==> config.mk <==
export PLATFORM = sky130hd
export DESIGN_NAME = dnc_memory_matrix
export DESIGN_NICKNAME = d
export VERILOG_FILES = /design/src/dnc_pkg.sv /design/src/dnc_matrix_ctrl.sv /design/src/dnc_vector_buffer.sv /design/src/dnc_erase_write_unit.sv /design/src/dnc_memory_matrix.sv
export SDC_FILE = /design/constraint.sdc
export NUM_CORES = 2
export LEC_CHECK = 0
export ABC_AREA = 1
export BUFFER_PORTS_ARGS = -buffer_cell sky130_fd_sc_hd__clkbuf_2
export CORE_UTILIZATION = 32
export DETAILED_ROUTE_END_ITERATION = 7
export GPL_ROUTABILITY_DRIVEN = 0
export MAX_ROUTING_LAYER = met4
export PLACE_DENSITY = 0.46
export SYNTH_ARGS = -nofsm -noshare
export SYNTH_HDL_FRONTEND = slang
export SYNTH_SLANG_ARGS = --single-unit
==> constraint.sdc <==
create_clock -name CLK -period 97.7 [get_ports CLK]
set_clock_uncertainty 0.15 [all_clocks]
set_input_delay 9.77 -clock CLK [delete_from_list [all_inputs] [get_ports CLK]]
set_output_delay 9.77 -clock CLK [all_outputs]
set_load 0.01 [all_outputs]
==> src/dnc_pkg.sv <==
// Shared definitions for the DNC memory-update block
//   Q8.8 widths and fixed-point constants
//   Index and size widths for row and column capacity
//   Vector write and memory element structs
//   Control FSM state encoding

package dnc_pkg;

  ////////////////////////////////////////////////////////////
  // Widths and constants
  ////////////////////////////////////////////////////////////

  // Q8.8 value and its exact product
  localparam int DATA_W    = 16;
  localparam int FRAC_BITS = 8;
  localparam int PROD_W    = 2 * DATA_W;

  // 1.0 in Q8.8
  localparam int ONE_Q = 256;

  // Capacity of the vector buffer
  localparam int MAX_N = 32;
  localparam int MAX_W = 16;

  // Index or size, must hold MAX_N itself
  localparam int INDEX_W = 6;

  // Array address bits actually decoded
  localparam int ROW_ADDR_W = $clog2(MAX_N);
  localparam int COL_ADDR_W = $clog2(MAX_W);

  // Element counter, holds N*W
  localparam int COUNT_W = 2 * INDEX_W;

  ////////////////////////////////////////////////////////////
  // Types
  ////////////////////////////////////////////////////////////

  typedef logic signed [DATA_W-1:0] data_t;
  typedef logic [INDEX_W-1:0]       index_t;

  // Target of a vector buffer write
  typedef enum logic [1:0] {
    VEC_W = 2'd0,
    VEC_E = 2'd1,
    VEC_V = 2'd2
  } vec_sel_e;

  typedef struct packed {
    logic     wr;
    vec_sel_e sel;
    index_t   addr;
    data_t    data;
  } vec_write_t;

  // One memory element with its coordinates
  typedef struct packed {
    logic   valid;
    logic   row_start;
    data_t  m;
    index_t j;
    index_t k;
  } element_t;

  typedef enum logic [1:0] {
    IDLE_STATE   = 2'd0,
    LOAD_STATE   = 2'd1,
    UPDATE_STATE = 2'd2
  } ctrl_state_e;

endpackage

==> src/dnc_matrix_ctrl.sv <==
// Control FSM of the DNC memory-update block
//   Latches N and W on START
//   Turns w, e, v strobes into vector buffer writes
//   Tracks row and column of the streamed matrix
//   Counts issued elements and raises READY on the last output

`timescale 1ns/1ps

module dnc_matrix_ctrl
  import dnc_pkg::*;
(
  input  logic       CLK,
  input  logic       RST,

  input  logic       START,
  input  logic       W_IN_J_ENABLE,
  input  logic       E_IN_K_ENABLE,
  input  logic       V_IN_K_ENABLE,
  input  logic       M_IN_J_ENABLE,
  input  logic       M_IN_K_ENABLE,
  input  data_t      W_IN,
  input  data_t      E_IN,
  input  data_t      V_IN,
  input  data_t      M_IN,
  input  index_t     SIZE_N_IN,
  input  index_t     SIZE_W_IN,
  input  logic       out_done,

  output vec_write_t vec_write,
  output element_t   element,
  output logic       READY
);

  ////////////////////////////////////////////////////////////
  // Signals
  ////////////////////////////////////////////////////////////

  ctrl_state_e        state;
  index_t             size_n;
  index_t             size_w;
  index_t             w_cnt;
  index_t             e_cnt;
  index_t             v_cnt;
  index_t             row_idx;
  index_t             col_idx;
  logic               first_row;
  logic [COUNT_W-1:0] elem_cnt;
  logic [COUNT_W-1:0] elem_total;
  // Last element issue, delayed to line up with its output
  logic [1:0]         last_pipe;

  logic               in_load;
  logic               in_update;
  logic               load_done;
  logic               w_take;
  logic               e_take;
  logic               v_take;
  logic               row_start;
  logic               elem_valid;
  logic               last_issue;
  index_t             cur_j;
  index_t             cur_k;

  ////////////////////////////////////////////////////////////
  // Strobe decode
  ////////////////////////////////////////////////////////////

  assign in_load    = (state == LOAD_STATE);
  assign in_update  = (state == UPDATE_STATE);
  assign elem_total = size_n * size_w;
  assign load_done  = (w_cnt == size_n) && (e_cnt == size_w) && (v_cnt == size_w);

  // One buffer write per cycle, w first, then e, then v
  assign w_take = in_load && W_IN_J_ENABLE && (w_cnt != size_n);
  assign e_take = in_load && E_IN_K_ENABLE && (e_cnt != size_w) && !w_take;
  assign v_take = in_load && V_IN_K_ENABLE && (v_cnt != size_w) && !w_take && !e_take;

  always_comb begin
    vec_write.wr = w_take || e_take || v_take;
    if (w_take) begin
      vec_write.sel  = VEC_W;
      vec_write.addr = w_cnt;
      vec_write.data = W_IN;
    end else if (e_take) begin
      vec_write.sel  = VEC_E;
      vec_write.addr = e_cnt;
      vec_write.data = E_IN;
    end else begin
      vec_write.sel  = VEC_V;
      vec_write.addr = v_cnt;
      vec_write.data = V_IN;
    end
  end

  // Row pulse restarts the column, same-cycle element sees the new row
  assign row_start  = in_update && M_IN_J_ENABLE;
  assign cur_j      = row_start ? (first_row ? '0 : row_idx + 1'b1) : row_idx;
  assign cur_k      = row_start ? '0 : col_idx;
  // Elements past N*W are dropped
  assign elem_valid = in_update && M_IN_K_ENABLE && (elem_cnt != elem_total);
  assign last_issue = elem_valid && (elem_cnt == elem_total - 1'b1);

  always_comb begin
    element.valid     = elem_valid;
    element.row_start = row_start;
    element.m         = M_IN;
    element.j         = cur_j;
    element.k         = cur_k;
  end

  // Last output of the transaction
  assign READY = last_pipe[1] && out_done;

  ////////////////////////////////////////////////////////////
  // FSM and counters
  ////////////////////////////////////////////////////////////

  always_ff @(posedge CLK or posedge RST) begin
    if (RST) begin
      state     <= IDLE_STATE;
      size_n    <= '0;
      size_w    <= '0;
      w_cnt     <= '0;
      e_cnt     <= '0;
      v_cnt     <= '0;
      row_idx   <= '0;
      col_idx   <= '0;
      first_row <= 1'b1;
      elem_cnt  <= '0;
      last_pipe <= '0;
    end else begin
      last_pipe <= {last_pipe[0], last_issue};
      case (state)
        IDLE_STATE: begin
          if (START) begin
            size_n    <= SIZE_N_IN;
            size_w    <= SIZE_W_IN;
            w_cnt     <= '0;
            e_cnt     <= '0;
            v_cnt     <= '0;
            row_idx   <= '0;
            col_idx   <= '0;
            first_row <= 1'b1;
            elem_cnt  <= '0;
            state     <= LOAD_STATE;
          end
        end
        LOAD_STATE: begin
          if (w_take) w_cnt <= w_cnt + 1'b1;
          if (e_take) e_cnt <= e_cnt + 1'b1;
          if (v_take) v_cnt <= v_cnt + 1'b1;
          if (load_done) state <= UPDATE_STATE;
        end
        UPDATE_STATE: begin
          if (row_start) begin
            row_idx   <= cur_j;
            first_row <= 1'b0;
          end
          if (elem_valid) begin
            col_idx  <= cur_k + 1'b1;
            elem_cnt <= elem_cnt + 1'b1;
          end else if (row_start) begin
            col_idx <= '0;
          end
          if (READY) state <= IDLE_STATE;
        end
        default: state <= IDLE_STATE;
      endcase
    end
  end

endmodule

==> src/dnc_vector_buffer.sv <==
// Vector buffer of the DNC memory-update block
//   Register arrays for the write weighting w and the
//   erase and write vectors e and v
//   One indexed write port, combinational indexed reads

`timescale 1ns/1ps

module dnc_vector_buffer
  import dnc_pkg::*;
(
  input  logic       CLK,
  input  logic       RST,

  input  vec_write_t vec_write,
  input  index_t     rd_j,
  input  index_t     rd_k,

  output data_t      w_val,
  output data_t      e_val,
  output data_t      v_val
);

  ////////////////////////////////////////////////////////////
  // Storage
  ////////////////////////////////////////////////////////////

  // w indexed by row, e and v by column
  data_t w_mem [MAX_N];
  data_t e_mem [MAX_W];
  data_t v_mem [MAX_W];

  logic [ROW_ADDR_W-1:0] wr_row;
  logic [COL_ADDR_W-1:0] wr_col;

  assign wr_row = vec_write.addr[ROW_ADDR_W-1:0];
  assign wr_col = vec_write.addr[COL_ADDR_W-1:0];

  always_ff @(posedge CLK or posedge RST) begin
    if (RST) begin
      for (int i = 0; i < MAX_N; i++) begin
        w_mem[i] <= '0;
      end
      for (int i = 0; i < MAX_W; i++) begin
        e_mem[i] <= '0;
        v_mem[i] <= '0;
      end
    end else if (vec_write.wr) begin
      // Select field picks the array
      case (vec_write.sel)
        VEC_W:   w_mem[wr_row] <= vec_write.data;
        VEC_E:   e_mem[wr_col] <= vec_write.data;
        VEC_V:   v_mem[wr_col] <= vec_write.data;
        default: ;
      endcase
    end
  end

  ////////////////////////////////////////////////////////////
  // Reads
  ////////////////////////////////////////////////////////////

  // Same cycle as the element they serve
  assign w_val = w_mem[rd_j[ROW_ADDR_W-1:0]];
  assign e_val = e_mem[rd_k[COL_ADDR_W-1:0]];
  assign v_val = v_mem[rd_k[COL_ADDR_W-1:0]];

endmodule

==> src/dnc_erase_write_unit.sv <==
// Erase and write unit of the DNC memory-update block
//   Stage one: erase factor 1 - w*e and add term w*v
//   Stage two: M*factor + add term, output enables
//   All products floored Q8.8, wrapped to 16 bits

`timescale 1ns/1ps

module dnc_erase_write_unit
  import dnc_pkg::*;
(
  input  logic     CLK,
  input  logic     RST,

  input  element_t element,
  input  data_t    w_val,
  input  data_t    e_val,
  input  data_t    v_val,

  output data_t    M_OUT,
  output logic     M_OUT_J_ENABLE,
  output logic     M_OUT_K_ENABLE
);

  // Exact product, arithmetic shift floors, top bits wrap away
  function automatic data_t q_mul(input data_t a, input data_t b);
    logic signed [PROD_W-1:0] prod;
    logic signed [PROD_W-1:0] shifted;
    prod    = a * b;
    shifted = prod >>> FRAC_BITS;
    return shifted[DATA_W-1:0];
  endfunction

  ////////////////////////////////////////////////////////////
  // Stage one
  ////////////////////////////////////////////////////////////

  logic  s1_valid;
  logic  s1_row_start;
  data_t s1_m;
  data_t s1_factor;
  data_t s1_add;

  // Valid chain
  always_ff @(posedge CLK or posedge RST) begin
    if (RST) begin
      s1_valid     <= 1'b0;
      s1_row_start <= 1'b0;
    end else begin
      s1_valid     <= element.valid;
      s1_row_start <= element.row_start;
    end
  end

  // Payload, loaded only with a live element
  always_ff @(posedge CLK) begin
    if (element.valid) begin
      s1_m      <= element.m;
      s1_factor <= data_t'(ONE_Q) - q_mul(w_val, e_val);
      s1_add    <= q_mul(w_val, v_val);
    end
  end

  ////////////////////////////////////////////////////////////
  // Stage two
  ////////////////////////////////////////////////////////////

  always_ff @(posedge CLK or posedge RST) begin
    if (RST) begin
      M_OUT          <= '0;
      M_OUT_J_ENABLE <= 1'b0;
      M_OUT_K_ENABLE <= 1'b0;
    end else begin
      M_OUT_J_ENABLE <= s1_row_start;
      M_OUT_K_ENABLE <= s1_valid;
      // Holds the last result between elements
      if (s1_valid) begin
        M_OUT <= q_mul(s1_m, s1_factor) + s1_add;
      end
    end
  end

endmodule

==> src/dnc_memory_matrix.sv <==
// Top level of the DNC memory-update block
//   M(j,k) <= M(j,k)*(1 - w(j)*e(k)) + w(j)*v(k)
//   Control FSM, vector buffer and erase/write pipeline

`timescale 1ns/1ps

module dnc_memory_matrix
  import dnc_pkg::*;
(
  input  logic   CLK,
  input  logic   RST,

  // Control
  input  logic   START,
  output logic   READY,

  input  logic   W_IN_J_ENABLE,
  input  logic   E_IN_K_ENABLE,
  input  logic   V_IN_K_ENABLE,
  input  logic   M_IN_J_ENABLE,
  input  logic   M_IN_K_ENABLE,
  output logic   M_OUT_J_ENABLE,
  output logic   M_OUT_K_ENABLE,

  // Data
  input  data_t  W_IN,
  input  data_t  E_IN,
  input  data_t  V_IN,
  input  data_t  M_IN,
  input  index_t SIZE_N_IN,
  input  index_t SIZE_W_IN,
  output data_t  M_OUT
);

  vec_write_t vec_write;
  element_t   element;
  data_t      w_val;
  data_t      e_val;
  data_t      v_val;

  dnc_matrix_ctrl ctrl_inst (
    .CLK           (CLK),
    .RST           (RST),
    .START         (START),
    .W_IN_J_ENABLE (W_IN_J_ENABLE),
    .E_IN_K_ENABLE (E_IN_K_ENABLE),
    .V_IN_K_ENABLE (V_IN_K_ENABLE),
    .M_IN_J_ENABLE (M_IN_J_ENABLE),
    .M_IN_K_ENABLE (M_IN_K_ENABLE),
    .W_IN          (W_IN),
    .E_IN          (E_IN),
    .V_IN          (V_IN),
    .M_IN          (M_IN),
    .SIZE_N_IN     (SIZE_N_IN),
    .SIZE_W_IN     (SIZE_W_IN),
    .out_done      (M_OUT_K_ENABLE),
    .vec_write     (vec_write),
    .element       (element),
    .READY         (READY)
  );

  // Element coordinates address the vectors
  dnc_vector_buffer buffer_inst (
    .CLK       (CLK),
    .RST       (RST),
    .vec_write (vec_write),
    .rd_j      (element.j),
    .rd_k      (element.k),
    .w_val     (w_val),
    .e_val     (e_val),
    .v_val     (v_val)
  );

  dnc_erase_write_unit unit_inst (
    .CLK            (CLK),
    .RST            (RST),
    .element        (element),
    .w_val          (w_val),
    .e_val          (e_val),
    .v_val          (v_val),
    .M_OUT          (M_OUT),
    .M_OUT_J_ENABLE (M_OUT_J_ENABLE),
    .M_OUT_K_ENABLE (M_OUT_K_ENABLE)
  );

endmodule

==> results.json <==
{
  "routed-via-count": 62200,
  "fin_setup_tns_ns": 0,
  "routedWlPerCell_um": 20.6,
  "routed_wl_um": 255000,
  "syn_area_per_cell_um2": 8.17,
  "max_stage_delay_ns": 0.85,
  "p_per_area_nw_per_um2": 29.1,
  "r2r_slack_ns": 86.81,
  "status": "complete, no violations",
  "synth.lib_cells_used.distinct": 66,
  "finalCritPeriodShare_pct": 19.6,
  "hold_path_end": "unit_inst.M_OUT_J_ENABLE",
  "cts_setup_buffers": 0,
  "r2r_end": "unit_inst.s1_factor[15]",
  "ant_nets": 0,
  "dominantRegCellSynth": "dfrtp_1",
  "power_mw": 2.45,
  "antenna_found_initial": 2,
  "tightestPinTransition_ns": 1.30,
  "worstPathMaxFanout": 65,
  "clkPwrFrac_pct": 21.1,
  "die_x_um": 491,
  "grt_pass1_wl_um": 395000,
  "drive_gt1_share_pct": 6.29,
  "seqCellArea_um2": 29000,
  "p_leak_nw": 39.8,
  "pwr-share-comb_pct": 47.6,
  "swShare_pct": 43.2,
  "syn_nets": 10300,
  "clk_pin_slew_worst_paths_ns": 0.06,
  "gr-total-overflow": 0,
  "hold_buffers": 0,
  "cts_htree_levels": 4,
  "cts-resized-gates": 0,
  "cp-end-kind": "flip-flop",
  "maxCapViolCount": 0,
  "yosysTopAreaCellShare_pct": 36.0,
  "yosysTopAreaCell": "dfrtp_1",
  "placedCellCount": 12200,
  "n_fill_cell": 24900,
  "vias_per_cell": 5.01,
  "power_frac_seq_pct": 31.3,
  "rr_worst_depth": 38,
  "path_class": "in2reg",
  "core_area_um2": 238000,
  "ys_async_sr_fraction_pct": 95.8,
  "grt_max_degree": 171,
  "cts_tree": "done",
  "drtIter0Drc": 4893,
  "ys_ff_latch": 1148,
  "num_rows": 179,
  "clk_path_buf_depth": 3,
  "synth_edf_count": 48,
  "hp-start": "unit_inst.s1_row_start",
  "hold_path.class": "reg2reg",
  "cts_buffers": 135,
  "r2r_start": "ctrl_inst.state[1]",
  "synth_warnings": 0,
  "setup_viol": 0,
  "port_buffers": 102,
  "fin_cells": 12400,
  "synthCells": 9361,
  "cp_slowest_cell": "buf_4",
  "dr.pass1.iters": 5,
  "synth_area_leaders": "dfrtp_1 36%, fa_1 15%, nand2_1 13%",
  "final_nets": 10000,
  "cp.required_ns": 98.10,
  "post-route-drc-count": 0,
  "clock.fmax_mhz": 52.3,
  "maxSlewViolCount": 0,
  "root_buffer": "clkbuf_16",
  "hold_viol": 0,
  "grt.total_usage_pct": 21.9,
  "clk_latency_ns": 0.82,
  "holdWs_ns": 0.207,
  "rsz0062_at_grt": "no",
  "clock-sinks": 1148,
  "die-area_um2": 241000,
  "dpl.hpwl_um": 165000,
  "timing.hold.worst_path_depth": 0,
  "switching_power_mw": 1.06,
  "multiInputGateArea_um2": 41100,
  "critPathArrivalTime_ns": 19.52,
  "die_h_um": 491,
  "first_global_vias": 62600,
  "synthToLayoutAreaGrowth_pct": 10.0,
  "worst_path_most_repeated_cell": "nand2_1",
  "synthesis.area_um2": 76500,
  "io_pins": 103,
  "internal-power_mw": 1.39,
  "peakVddDrop_v": 0.0000313,
  "period_minus_slack_ns": 19.13,
  "start_util_pct": 32.2,
  "worst_setup_path_start_kind": "primary input",
  "seq_area_frac_synth_pct": 37.9,
  "slew_headroom_pct": 13.2
}
[cell type report]
cell class                 count  area share (%)
sequential                  1148            34.4
inverter                    1051            4.70
clock buffer                 204            4.74
tap                         3167            4.71
antenna                        3         0.00892
clock inverter                40           0.620
timing repair buffer         246            1.95
multi-input combinational   6546            48.8
[state kept, by name, summed over array words and instances, names as in the netlist, 2 cells and up]
| signal | flops |
|---|---|
| ctrl_inst.row_idx | 5 |
| unit_inst.s1_m | 16 |
| unit_inst.M_OUT | 16 |
| unit_inst.s1_add | 16 |
| unit_inst.s1_factor | 16 |
| buffer_inst.w_mem | 512 |
| ctrl_inst.v_cnt | 6 |
| ctrl_inst.last_pipe | 2 |
| ctrl_inst.w_cnt | 6 |
| ctrl_inst.e_cnt | 6 |
| buffer_inst.v_mem | 256 |
| ctrl_inst.size_n | 6 |
| ctrl_inst.col_idx | 4 |
| ctrl_inst.elem_cnt | 12 |
| ctrl_inst.size_w | 6 |
| ctrl_inst.state | 2 |
| buffer_inst.e_mem | 256 |
[synth_stat cells, types with 4 or more instances]
library cell / count
o22ai_1: 15
a211oi_1: 4
a31oi_1: 18
o21ai_0: 988
o21ai_1: 174
buf_2: 106
nor3_1: 29
a32o_1: 40
o31ai_1: 4
o21bai_1: 7
o221ai_1: 22
nor2_2: 15
a21o_1: 6
nand4_1: 20
inv_2: 24
ha_1: 253
buf_4: 39
xor2_1: 80
xnor2_1: 50
o32ai_1: 4
nand2_2: 19
nand3_1: 795
nand2_1: 2746
nor2_4: 9
dfrtp_1: 1099
edfxtp_1: 48
a221oi_1: 5
inv_1: 1022
buf_6: 23
nor4_1: 7
nand3b_1: 12
o211ai_1: 44
nor2_1: 400
fa_1: 576
or2_2: 10
a22o_1: 8
clkbuf_1: 425
o21ai_2: 5
buf_1: 23
o21a_1: 4
a21oi_1: 142
[per-layer routing]
layer / track usage [%] / wire length (µm)
met1: 29.9 / 119000
met2: 34.0 / 117000
met3: 2.98 / 13200
met4: 5.53 / 5990
met5: - / 0
[stage by stage]
step                setup WS, ns  cell area [µm²]  utilization [%]
floorplan                  56.81            76500                -
global placement           77.78            79600             33.5
detailed placement         77.87            79600             33.5
CTS                        78.71            84100             35.4
global route               77.83            84100             35.4
finish                     78.57            84200             35.4
[cell usage in the layout, fill, tap and decap left out, drive strengths merged, types with 253 or more instances in the layout]
| master | instances |
|---|---|
| ha | 253 |
| fa | 576 |
| clkbuf | 306 |
| nor2 | 424 |
| nand3 | 800 |
| o21ai | 1167 |
| nand2 | 2768 |
| dfrtp | 1099 |
| inv | 1051 |
[cells by family after synthesis]
kind of cell               count (synthesis)  share of synthesized area (%)
xor gates and xnor gates                 133                           1.55
AOI/OAI and AO/OA                       1503                           10.7
buffers and inverters                   1667                           8.78
and+or+nand+nor                         4080                           21.9
adders and majority gates                829                           19.2
muxes                                      1                         0.0147
DFF                                     1148                           37.9
[worst max-delay path, delay by kind of cell]
family | cells | cell delay [ns]
fa+ha+maj | 7 | 3.31
simple gates | 18 | 2.92
compound gates | 3 | 0.66
buf+inv | 10 | 2.78
[power groups by stage]
stage / registers [mW] / clock network, mW / logic (mW)
final: 0.768 / 0.518 / 1.17
after global routing: 0.789 / 0.550 / 1.35
after CTS: 0.767 / 0.531 / 1.18
after detailed placement: 0.773 / 0 / 1.17
after global placement: 0.771 / 0 / 1.16
after floorplan: 0.756 / 0 / 0.848
[how the worst max path moves through the flow]
stage                        startpoint                      end  slack [ns]  cells after the start
final                     M_IN_J_ENABLE  unit_inst.s1_factor[15]       78.57                     38
after global routing      M_IN_J_ENABLE  unit_inst.s1_factor[15]       77.83                     38
after CTS                 M_IN_J_ENABLE  unit_inst.s1_factor[15]       78.71                     40
after detailed placement  M_IN_J_ENABLE  unit_inst.s1_factor[15]       77.87                     40
after global placement    M_IN_J_ENABLE  unit_inst.s1_factor[15]       77.78                     40
after floorplan                     RST     buffer_inst.e_mem[0]       56.81                      1
(Power assumes the default switching activity.)
